`src/verilog/simd_pkg.sv`:
```
// shared types and constants for the packed-SIMD execution slice
// data and bus-word types, opcodes, lane function codes, status codes
package simd_pkg;

  localparam int DATA_W = 64;
  // default bypass bus count, overridden from the top level
  localparam int NUM_FWD = 4;

  typedef logic [DATA_W-1:0] data_t;
  // parity bit above the data, even over all 65 bits
  typedef logic [DATA_W:0] bus_word_t;
  typedef logic [3:0] op_t;
  typedef logic [2:0] alu_fn_t;
  typedef logic [1:0] perm_fn_t;
  typedef logic [1:0] ret_t;
  // 0 is the register operand, k is bypass bus k-1
  typedef logic [2:0] fwd_sel_t;

  localparam op_t OP_ADD32   = 4'd0;
  localparam op_t OP_SUB32   = 4'd1;
  localparam op_t OP_ADD16   = 4'd2;
  localparam op_t OP_SUB16   = 4'd3;
  localparam op_t OP_AND     = 4'd4;
  localparam op_t OP_OR      = 4'd5;
  localparam op_t OP_XOR     = 4'd6;
  localparam op_t OP_ANDN    = 4'd7;
  localparam op_t OP_SWAP    = 4'd8;
  localparam op_t OP_DUP_LO  = 4'd9;
  localparam op_t OP_DUP_HI  = 4'd10;
  localparam op_t OP_PASS_B  = 4'd11;

  localparam alu_fn_t ALU_ADD32 = 3'd0;
  localparam alu_fn_t ALU_SUB32 = 3'd1;
  localparam alu_fn_t ALU_ADD16 = 3'd2;
  localparam alu_fn_t ALU_SUB16 = 3'd3;
  localparam alu_fn_t ALU_AND   = 3'd4;
  localparam alu_fn_t ALU_OR    = 3'd5;
  localparam alu_fn_t ALU_XOR   = 3'd6;
  localparam alu_fn_t ALU_ANDN  = 3'd7;

  localparam perm_fn_t PERM_SWAP   = 2'd0;
  localparam perm_fn_t PERM_DUP_LO = 2'd1;
  localparam perm_fn_t PERM_DUP_HI = 2'd2;
  localparam perm_fn_t PERM_PASS_B = 2'd3;

  localparam ret_t RET_OK      = 2'd0;
  localparam ret_t RET_PARITY  = 2'd1;
  localparam ret_t RET_ILLEGAL = 2'd2;

endpackage

```
`src/verilog/operand_forward.sv`:
```
`timescale 1ns/1ps
// operand source select for one execution-unit operand
// register operand or one of the bypass buses, current or one cycle old
// registered data word and even-parity check of the selected word
module operand_forward import simd_pkg::*; #(
  parameter int NUM_FWD = simd_pkg::NUM_FWD
) (
  input  logic                     clk,
  input  logic                     rst,
  input  bus_word_t                opnd,
  input  bus_word_t [NUM_FWD-1:0]  fwd_bus,
  input  fwd_sel_t                 sel,
  input  logic                     late,
  output data_t                    word,
  output logic                     err
);

  bus_word_t [NUM_FWD-1:0] fwd_prev;
  bus_word_t               sel_word;

  // one-cycle history of every bypass bus
  always_ff @(posedge clk) begin
    fwd_prev <= fwd_bus;
  end

  // late consumers take last cycle's bus value
  always_comb begin
    sel_word = opnd;
    for (int k = 0; k < NUM_FWD; k++) begin
      if (sel == fwd_sel_t'(k + 1)) begin
        sel_word = late ? fwd_prev[k] : fwd_bus[k];
      end
    end
  end

  always_ff @(posedge clk) begin
    if (rst) begin
      err <= 1'b0;
    end else begin
      // even parity, any odd word is an error
      err <= ^sel_word;
    end
    word <= sel_word[DATA_W-1:0];
  end

  // bypass index must name an existing bus
  a_sel_range: assert property (
    @(posedge clk) disable iff (rst) sel <= NUM_FWD
  );

endmodule

```
`src/verilog/op_decode.sv`:
```
`timescale 1ns/1ps
// opcode decode for the SIMD slice
// picks the ALU or permute lane and that lane's function, or flags illegal
module op_decode import simd_pkg::*; (
  input  logic     clk,
  input  logic     rst,
  input  logic     issue,
  input  op_t      op,
  output logic     valid_alu,
  output logic     valid_perm,
  output logic     illegal,
  output alu_fn_t  alu_fn,
  output perm_fn_t perm_fn
);

  logic     is_alu;
  logic     is_perm;
  alu_fn_t  alu_fn_d;
  perm_fn_t perm_fn_d;

  always_comb begin
    is_alu = 1'b0;
    is_perm = 1'b0;
    alu_fn_d = ALU_ADD32;
    perm_fn_d = PERM_PASS_B;
    case (op)
      OP_ADD32: alu_fn_d = ALU_ADD32;
      OP_SUB32: alu_fn_d = ALU_SUB32;
      OP_ADD16: alu_fn_d = ALU_ADD16;
      OP_SUB16: alu_fn_d = ALU_SUB16;
      OP_AND:   alu_fn_d = ALU_AND;
      OP_OR:    alu_fn_d = ALU_OR;
      OP_XOR:   alu_fn_d = ALU_XOR;
      OP_ANDN:  alu_fn_d = ALU_ANDN;
      OP_SWAP:   perm_fn_d = PERM_SWAP;
      OP_DUP_LO: perm_fn_d = PERM_DUP_LO;
      OP_DUP_HI: perm_fn_d = PERM_DUP_HI;
      OP_PASS_B: perm_fn_d = PERM_PASS_B;
      default: ;
    endcase
    case (op)
      OP_ADD32, OP_SUB32, OP_ADD16, OP_SUB16,
      OP_AND, OP_OR, OP_XOR, OP_ANDN: is_alu = 1'b1;
      OP_SWAP, OP_DUP_LO, OP_DUP_HI, OP_PASS_B: is_perm = 1'b1;
      default: ;
    endcase
  end

  always_ff @(posedge clk) begin
    if (rst) begin
      valid_alu <= 1'b0;
      valid_perm <= 1'b0;
      illegal <= 1'b0;
    end else begin
      valid_alu <= issue & is_alu;
      valid_perm <= issue & is_perm;
      // the four spare codes
      illegal <= issue & (op > OP_PASS_B);
    end
    alu_fn <= alu_fn_d;
    perm_fn <= perm_fn_d;
  end

  a_one_lane: assert property (
    @(posedge clk) disable iff (rst) $onehot0({valid_alu, valid_perm, illegal})
  );

endmodule

```
`src/verilog/simd_alu_lane.sv`:
```
`timescale 1ns/1ps
// packed integer ALU lane
// 2x32 or 4x16 add and subtract without carry between lanes
// bitwise and, or, xor, and-not, one registered stage
module simd_alu_lane import simd_pkg::*; (
  input  logic    clk,
  input  logic    rst,
  input  logic    valid_in,
  input  alu_fn_t fn,
  input  data_t   a,
  input  data_t   b,
  output data_t   result,
  output logic    valid
);

  data_t res_d;

  // each slice wraps at its own width
  always_comb begin
    res_d = '0;
    case (fn)
      ALU_ADD32: begin
        for (int i = 0; i < 2; i++) begin
          res_d[32*i +: 32] = a[32*i +: 32] + b[32*i +: 32];
        end
      end
      ALU_SUB32: begin
        for (int i = 0; i < 2; i++) begin
          res_d[32*i +: 32] = a[32*i +: 32] - b[32*i +: 32];
        end
      end
      ALU_ADD16: begin
        for (int i = 0; i < 4; i++) begin
          res_d[16*i +: 16] = a[16*i +: 16] + b[16*i +: 16];
        end
      end
      ALU_SUB16: begin
        for (int i = 0; i < 4; i++) begin
          res_d[16*i +: 16] = a[16*i +: 16] - b[16*i +: 16];
        end
      end
      ALU_AND:  res_d = a & b;
      ALU_OR:   res_d = a | b;
      ALU_XOR:  res_d = a ^ b;
      ALU_ANDN: res_d = a & ~b;
      default:  res_d = '0;
    endcase
  end

  always_ff @(posedge clk) begin
    if (rst) begin
      valid <= 1'b0;
    end else begin
      valid <= valid_in;
    end
    result <= res_d;
  end

endmodule

```
`src/verilog/permute_lane.sv`:
```
`timescale 1ns/1ps
// permute lane
// swaps or duplicates the 32-bit halves of A, or passes B
module permute_lane import simd_pkg::*; (
  input  logic     clk,
  input  logic     rst,
  input  logic     valid_in,
  input  perm_fn_t fn,
  input  data_t    a,
  input  data_t    b,
  output data_t    result,
  output logic     valid
);

  data_t res_d;

  always_comb begin
    case (fn)
      PERM_SWAP:   res_d = {a[31:0], a[63:32]};
      PERM_DUP_LO: res_d = {a[31:0], a[31:0]};
      PERM_DUP_HI: res_d = {a[63:32], a[63:32]};
      PERM_PASS_B: res_d = b;
      default:     res_d = b;
    endcase
  end

  always_ff @(posedge clk) begin
    if (rst) begin
      valid <= 1'b0;
    end else begin
      valid <= valid_in;
    end
    result <= res_d;
  end

endmodule

```
`src/verilog/result_bus_arbiter.sv`:
```
`timescale 1ns/1ps
// result bus owner for the SIMD slice
// fixed priority alt0, alt1, ALU lane, permute lane
// parity generation for lane results and the per-op status return
module result_bus_arbiter import simd_pkg::*; (
  input  logic      clk,
  input  logic      rst,
  input  logic [1:0] alt_sel,
  input  bus_word_t alt_data0,
  input  bus_word_t alt_data1,
  input  data_t     alu_result,
  input  logic      alu_valid,
  input  data_t     perm_result,
  input  logic      perm_valid,
  input  logic      err_a,
  input  logic      err_b,
  input  logic      illegal,
  input  logic      issued,
  output bus_word_t bus_word,
  output logic      bus_valid,
  output ret_t      ret,
  output logic      ret_en
);

  bus_word_t lane_word;
  logic      err_q;
  logic      illegal_q;
  logic      issued_q;

  // even parity bit on top of the lane data
  always_comb begin
    if (alu_valid) begin
      lane_word = {^alu_result, alu_result};
    end else begin
      lane_word = {^perm_result, perm_result};
    end
  end

  always_ff @(posedge clk) begin
    if (rst) begin
      bus_valid <= 1'b0;
      issued_q <= 1'b0;
      ret_en <= 1'b0;
    end else begin
      bus_valid <= (|alt_sel) | alu_valid | perm_valid;
      issued_q <= issued;
      ret_en <= issued_q;
    end
    // alternate words go out as they are and drop a colliding lane result
    if (alt_sel[0]) begin
      bus_word <= alt_data0;
    end else if (alt_sel[1]) begin
      bus_word <= alt_data1;
    end else begin
      bus_word <= lane_word;
    end
    // status stage lines up with the lane stage
    err_q <= err_a | err_b;
    illegal_q <= illegal;
    if (err_q) begin
      ret <= RET_PARITY;
    end else if (illegal_q) begin
      ret <= RET_ILLEGAL;
    end else begin
      ret <= RET_OK;
    end
  end

  a_one_lane_result: assert property (
    @(posedge clk) disable iff (rst) !(alu_valid && perm_valid)
  );

  a_alt_sel_legal: assert property (
    @(posedge clk) disable iff (rst) alt_sel != 2'b11
  );

endmodule

```
`src/verilog/simd_unit.sv`:
```
`timescale 1ns/1ps
// packed-SIMD execution slice, top level
// operand forwarding, decode, ALU and permute lanes, result bus arbiter
module simd_unit import simd_pkg::*; #(
  parameter int NUM_FWD = simd_pkg::NUM_FWD
) (
  input  logic                    clk,
  input  logic                    rst,
  input  logic                    issue,
  input  op_t                     op,
  input  bus_word_t               opnd_a,
  input  bus_word_t               opnd_b,
  input  bus_word_t [NUM_FWD-1:0] fwd_bus,
  input  fwd_sel_t                sel_a,
  input  fwd_sel_t                sel_b,
  input  logic                    late_a,
  input  logic                    late_b,
  input  logic [1:0]              alt_sel,
  input  bus_word_t               alt_data0,
  input  bus_word_t               alt_data1,
  output bus_word_t               bus_word,
  output logic                    bus_valid,
  output ret_t                    ret,
  output logic                    ret_en
);

  data_t    a_word;
  data_t    b_word;
  logic     err_a;
  logic     err_b;
  logic     dec_valid_alu;
  logic     dec_valid_perm;
  logic     dec_illegal;
  alu_fn_t  dec_alu_fn;
  perm_fn_t dec_perm_fn;
  data_t    alu_result;
  logic     alu_valid;
  data_t    perm_result;
  logic     perm_valid;

  operand_forward #(.NUM_FWD(NUM_FWD)) u_fwd_a (
    .clk(clk), .rst(rst), .opnd(opnd_a), .fwd_bus(fwd_bus),
    .sel(sel_a), .late(late_a), .word(a_word), .err(err_a)
  );

  operand_forward #(.NUM_FWD(NUM_FWD)) u_fwd_b (
    .clk(clk), .rst(rst), .opnd(opnd_b), .fwd_bus(fwd_bus),
    .sel(sel_b), .late(late_b), .word(b_word), .err(err_b)
  );

  op_decode u_op_decode (
    .clk(clk), .rst(rst), .issue(issue), .op(op),
    .valid_alu(dec_valid_alu), .valid_perm(dec_valid_perm), .illegal(dec_illegal),
    .alu_fn(dec_alu_fn), .perm_fn(dec_perm_fn)
  );

  simd_alu_lane u_alu_lane (
    .clk(clk), .rst(rst), .valid_in(dec_valid_alu), .fn(dec_alu_fn),
    .a(a_word), .b(b_word), .result(alu_result), .valid(alu_valid)
  );

  permute_lane u_permute_lane (
    .clk(clk), .rst(rst), .valid_in(dec_valid_perm), .fn(dec_perm_fn),
    .a(a_word), .b(b_word), .result(perm_result), .valid(perm_valid)
  );

  // every registered issue, legal or not, returns a status
  result_bus_arbiter u_arbiter (
    .clk(clk), .rst(rst), .alt_sel(alt_sel),
    .alt_data0(alt_data0), .alt_data1(alt_data1),
    .alu_result(alu_result), .alu_valid(alu_valid),
    .perm_result(perm_result), .perm_valid(perm_valid),
    .err_a(err_a), .err_b(err_b), .illegal(dec_illegal),
    .issued(dec_valid_alu | dec_valid_perm | dec_illegal),
    .bus_word(bus_word), .bus_valid(bus_valid), .ret(ret), .ret_en(ret_en)
  );

endmodule

```
`config.mk`:
```
export PLATFORM = sky130hd
export DESIGN_NAME = simd_unit
export DESIGN_NICKNAME = d
export VERILOG_FILES = /design/src/verilog/simd_pkg.sv /design/src/verilog/operand_forward.sv /design/src/verilog/op_decode.sv /design/src/verilog/simd_alu_lane.sv /design/src/verilog/permute_lane.sv /design/src/verilog/result_bus_arbiter.sv /design/src/verilog/simd_unit.sv
export SDC_FILE = /design/constraint.sdc
export NUM_CORES = 2
export LEC_CHECK = 0
export ABC_AREA = 0
export BUFFER_PORTS_ARGS = -buffer_cell sky130_fd_sc_hd__buf_2
export CAP_MARGIN = 20
export CORE_ASPECT_RATIO = 1.5
export CORE_MARGIN = 4
export CORE_UTILIZATION = 58
export DETAILED_ROUTE_END_ITERATION = 10
export GPL_ROUTABILITY_DRIVEN = 1
export MAX_ROUTING_LAYER = met4
export PLACE_DENSITY = 0.81
export SYNTH_ARGS = -nofsm -noshare
export SYNTH_HDL_FRONTEND = slang
export SYNTH_SLANG_ARGS = --single-unit
```
`constraint.sdc`:
```
create_clock -name clk -period 6.8 [get_ports clk]
set_clock_uncertainty 0.15 [all_clocks]
set_input_delay 0.34 -clock clk [delete_from_list [all_inputs] [get_ports clk]]
set_output_delay 0.34 -clock clk [all_outputs]
set_load 0.01 [all_outputs]
```
==> results.md <==
* Detail Route Antenna Nets at 0
* Post-layout minimum cycle time at 5.66 ns
* IO Pins at 606
* Drt first pass iters at 11
* TritonCTS clock tree: yes
* Hold Path Class: in2reg
* Num CTS Buffers at 59
* Outcome: finished, violations left
* Failing checks: design-rule violations
* 1st-iter DRT viols at 6242
* Share of layout cells above drive strength 1 at 17.8%
* Pin count of the biggest net entering global routing at 118
* Max-cap violations at 0
* Post-synthesis async set-or-reset flop share at 0%
* Vias in the first global route at 42500
* Synth Instances at 4416
* Final hold vios at 0
* Via density at 6.80
* Synth warn at 0
* RSZ-0062 raised after global routing: false
* Synth cell types at 82
* Post-synth top cells: dfxtp_1 (600), mux2i_1 (427), xnor2_1 (401)
* Setup-failing EPs final at 0
* Initial antenna violation count at 24
* Root buffer cell: clkbuf_16
* #FFs+latches synth at 600
* Area Overhead vs Synth at 25.5%
* Main area contributors after synthesis: dfxtp_1 (31%), mux2i_1 (11%), xnor2_1 (9.0%), ha_1 (6.0%), mux4_2 (5.4%)
* Slew Limit Fails at 0
* Worst Path Required at 7.18 ns
* Relative slew slack at 29.5%
* Crit-path max FO at 7
* Crit path from: u_fwd_b.word[34]
* Yosys top cell by area: dfxtp_1
* Startpoint Class: register
* Worst-margin pin slew at 1.05 ns
* Die span in x at 220 µm
* Hold Startpoint: opnd_a[31]
* Post-cts sizing count at 0
* PwrDens at 306 nW/µm²
* Critical Path End Type: register
* Nets at 6014
* Starting Density at 58.6%
* Reg clk slew, reported paths at 0.07 ns
* Post-route clock period utilization at 83.2%
* Lkg Pwr at 21.9 nW
* Worst-Skew Late Latency at 0.70 ns
* Number of flops mapped to enable cells by yosys at 0
* Yosys top cell area share at 30.7%
* GP Congestion at 1.04
* PortBufs at 605
* Setup_tns at 0 ns
* Die Y-Extent at 326 µm
* Peak VDD IR at 0.483 mV
* Crit Path Class: reg2reg
* Syn nets at 5147
* Total congestion overflow at 0
* Vias at 42500
* Cell area after synthesis at 39100 µm²
* Total GRT Usage at 49.4%
* Register area share after synthesis at 30.7%
* First-pass GRT wire length at 261 mm
* Core area at 66800 µm²
* Most common cell in the netlist: dfxtp_1
* DRC at 13
* CP arrival at 6.04 ns
* Row count at 116
* Final Worst Setup Slack at 1.14 ns
* H-tree depth at 2
* Die ar. at 71700 µm²
* Avg Inst Size Synth at 8.86 µm²
* Clock sinks at 600
* Worst R2R Start: u_fwd_b.word[34]
* Max Buffers Root-to-Sink at 3
* Fmax at 177 MHz
* WL per Instance at 29.3 µm
* DP HPWL at 120 mm
* Setup WS pre-CTS at 1.23 ns
* Final wirelength at 183 mm
* Ys flop type: dfxtp_1
* Post-CTS setup repair buffer count at 0
-- registers in the layout, indices dropped and copies added (netlist names), 2 cells and up --
name and cells:
u_permute_lane.result 64, u_alu_lane.result 64, u_fwd_a.word 64, u_arbiter.bus_word 65, u_op_decode.perm_fn 2, u_op_decode.alu_fn 3, u_arbiter.ret 2, u_fwd_b.fwd_prev 260
u_fwd_b.word 64
-- worst max-delay path: stages, from the launching register on --
cell and delay, ns:
dfxtp_1 0.40, or4_1 0.59, or3_1 0.37, nor4_1 0.36
and3_1 0.27, nand3_1 0.18, or4_1 0.48, o21ai_0 0.23
xnor2_1 0.17, ha_1 0.33, and4_1 0.18, and3_1 0.20
and3_1 0.18, a211o_1 0.30, o221a_2 0.29, o311a_1 0.36
o2111ai_1 0.19, o2111a_1 0.20, o21ai_0 0.07
-- metal layers --
metal	vias up	track usage (%)	share of wire [%]
met1	19200	51.9	32
li1	17600	-	-
met3	1684	12.9	13
met5	-	-	0
met4	0	45.8	13
met2	4079	74.5	43
-- cell usage in the layout (no fill, tap or decap), types with 12 or more instances in the layout --
master	instances
buf_2	601
dfxtp_1	595
dlygate4sd3_1	430
mux2i_1	427
xnor2_1	401
nor2_1	382
a21oi_1	364
nand2_1	334
o21ai_0	302
ha_1	188
inv_1	174
a211oi_1	112
mux4_2	93
buf_4	67
xor2_1	62
clkbuf_16	59
nor3_1	54
a21o_1	50
nand3_1	37
o221ai_1	36
a31oi_1	35
nor2b_1	35
mux2_2	35
o22ai_1	32
diode_2	27
and3_1	23
nand2b_1	20
o21bai_1	20
o31ai_1	18
a22oi_1	18
o211ai_1	16
xnor3_1	15
o21a_1	14
a221oi_1	12
bufinv_16	12
-- per-stage QoR --
step                      total power [mW]  cell area [µm²]  instances  utilization, %  hold WS (ns)
after floorplan                       8.73            39100       4416               -         0.181
after global placement                10.6            42500       5676            63.7         0.183
after detailed placement              10.7            42500       5676            63.7         0.186
after CTS                             14.6            49000       6217            73.4       0.00891
after global routing                  15.5            49100       6244            73.5        0.0504
final                                 15.0            49100       6245            73.5        0.0500
-- report_power, final --
| group | internal [mW] | switching [mW] | total [mW] |
|---|---|---|---|
| Sequential | 3.99 | 0.577 | 4.56 |
| Clock | 2.13 | 1.63 | 3.76 |
| Combinational | 3.03 | 3.69 | 6.72 |
-- final cells by class --
type	count	area, µm²
diodes	27	67.6
clock buffers	73	1580
clock inverters	38	584
fillers	4525	17700
inverters	176	661
multi-input cells	3341	25100
flip-flops and latches	600	12000
well taps	885	1110
repair buffers	1105	7950
-- cell families (layout without fill, tap and decap cells) --
| logic type | count (synthesis) | after routing | synth area share, % |
|---|---|---|---|
| xor+xnor | 483 | 483 | 11.5 |
| flops | 600 | 600 | 30.7 |
| compound gates | 1147 | 1147 | 18.2 |
| simple gates | 962 | 962 | 10.7 |
| fa+ha+maj | 194 | 194 | 6.32 |
| other cells | 0 | 27 | 0 |
| mux | 555 | 555 | 17.3 |
| buf+inv | 475 | 1392 | 5.24 |
-- what timing repair did --
item | 4_1_cts | 5_1_grt
endpoints found under the hold margin | 400 | 0
endpoints found under the setup margin | 0 | 0
hold buffers | 430 | 0
-- final timing paths --
check | cells past startpoint | slack, ns | end
max | 18 | 1.14 | u_alu_lane.result[63]
min | 3 | 0.05 | u_fwd_a.word[31]
max reg2reg | 18 | 1.14 | u_alu_lane.result[63]
min reg2reg | 0 | 0.22 | u_arbiter.illegal_q
(Power assumes the default switching activity.)
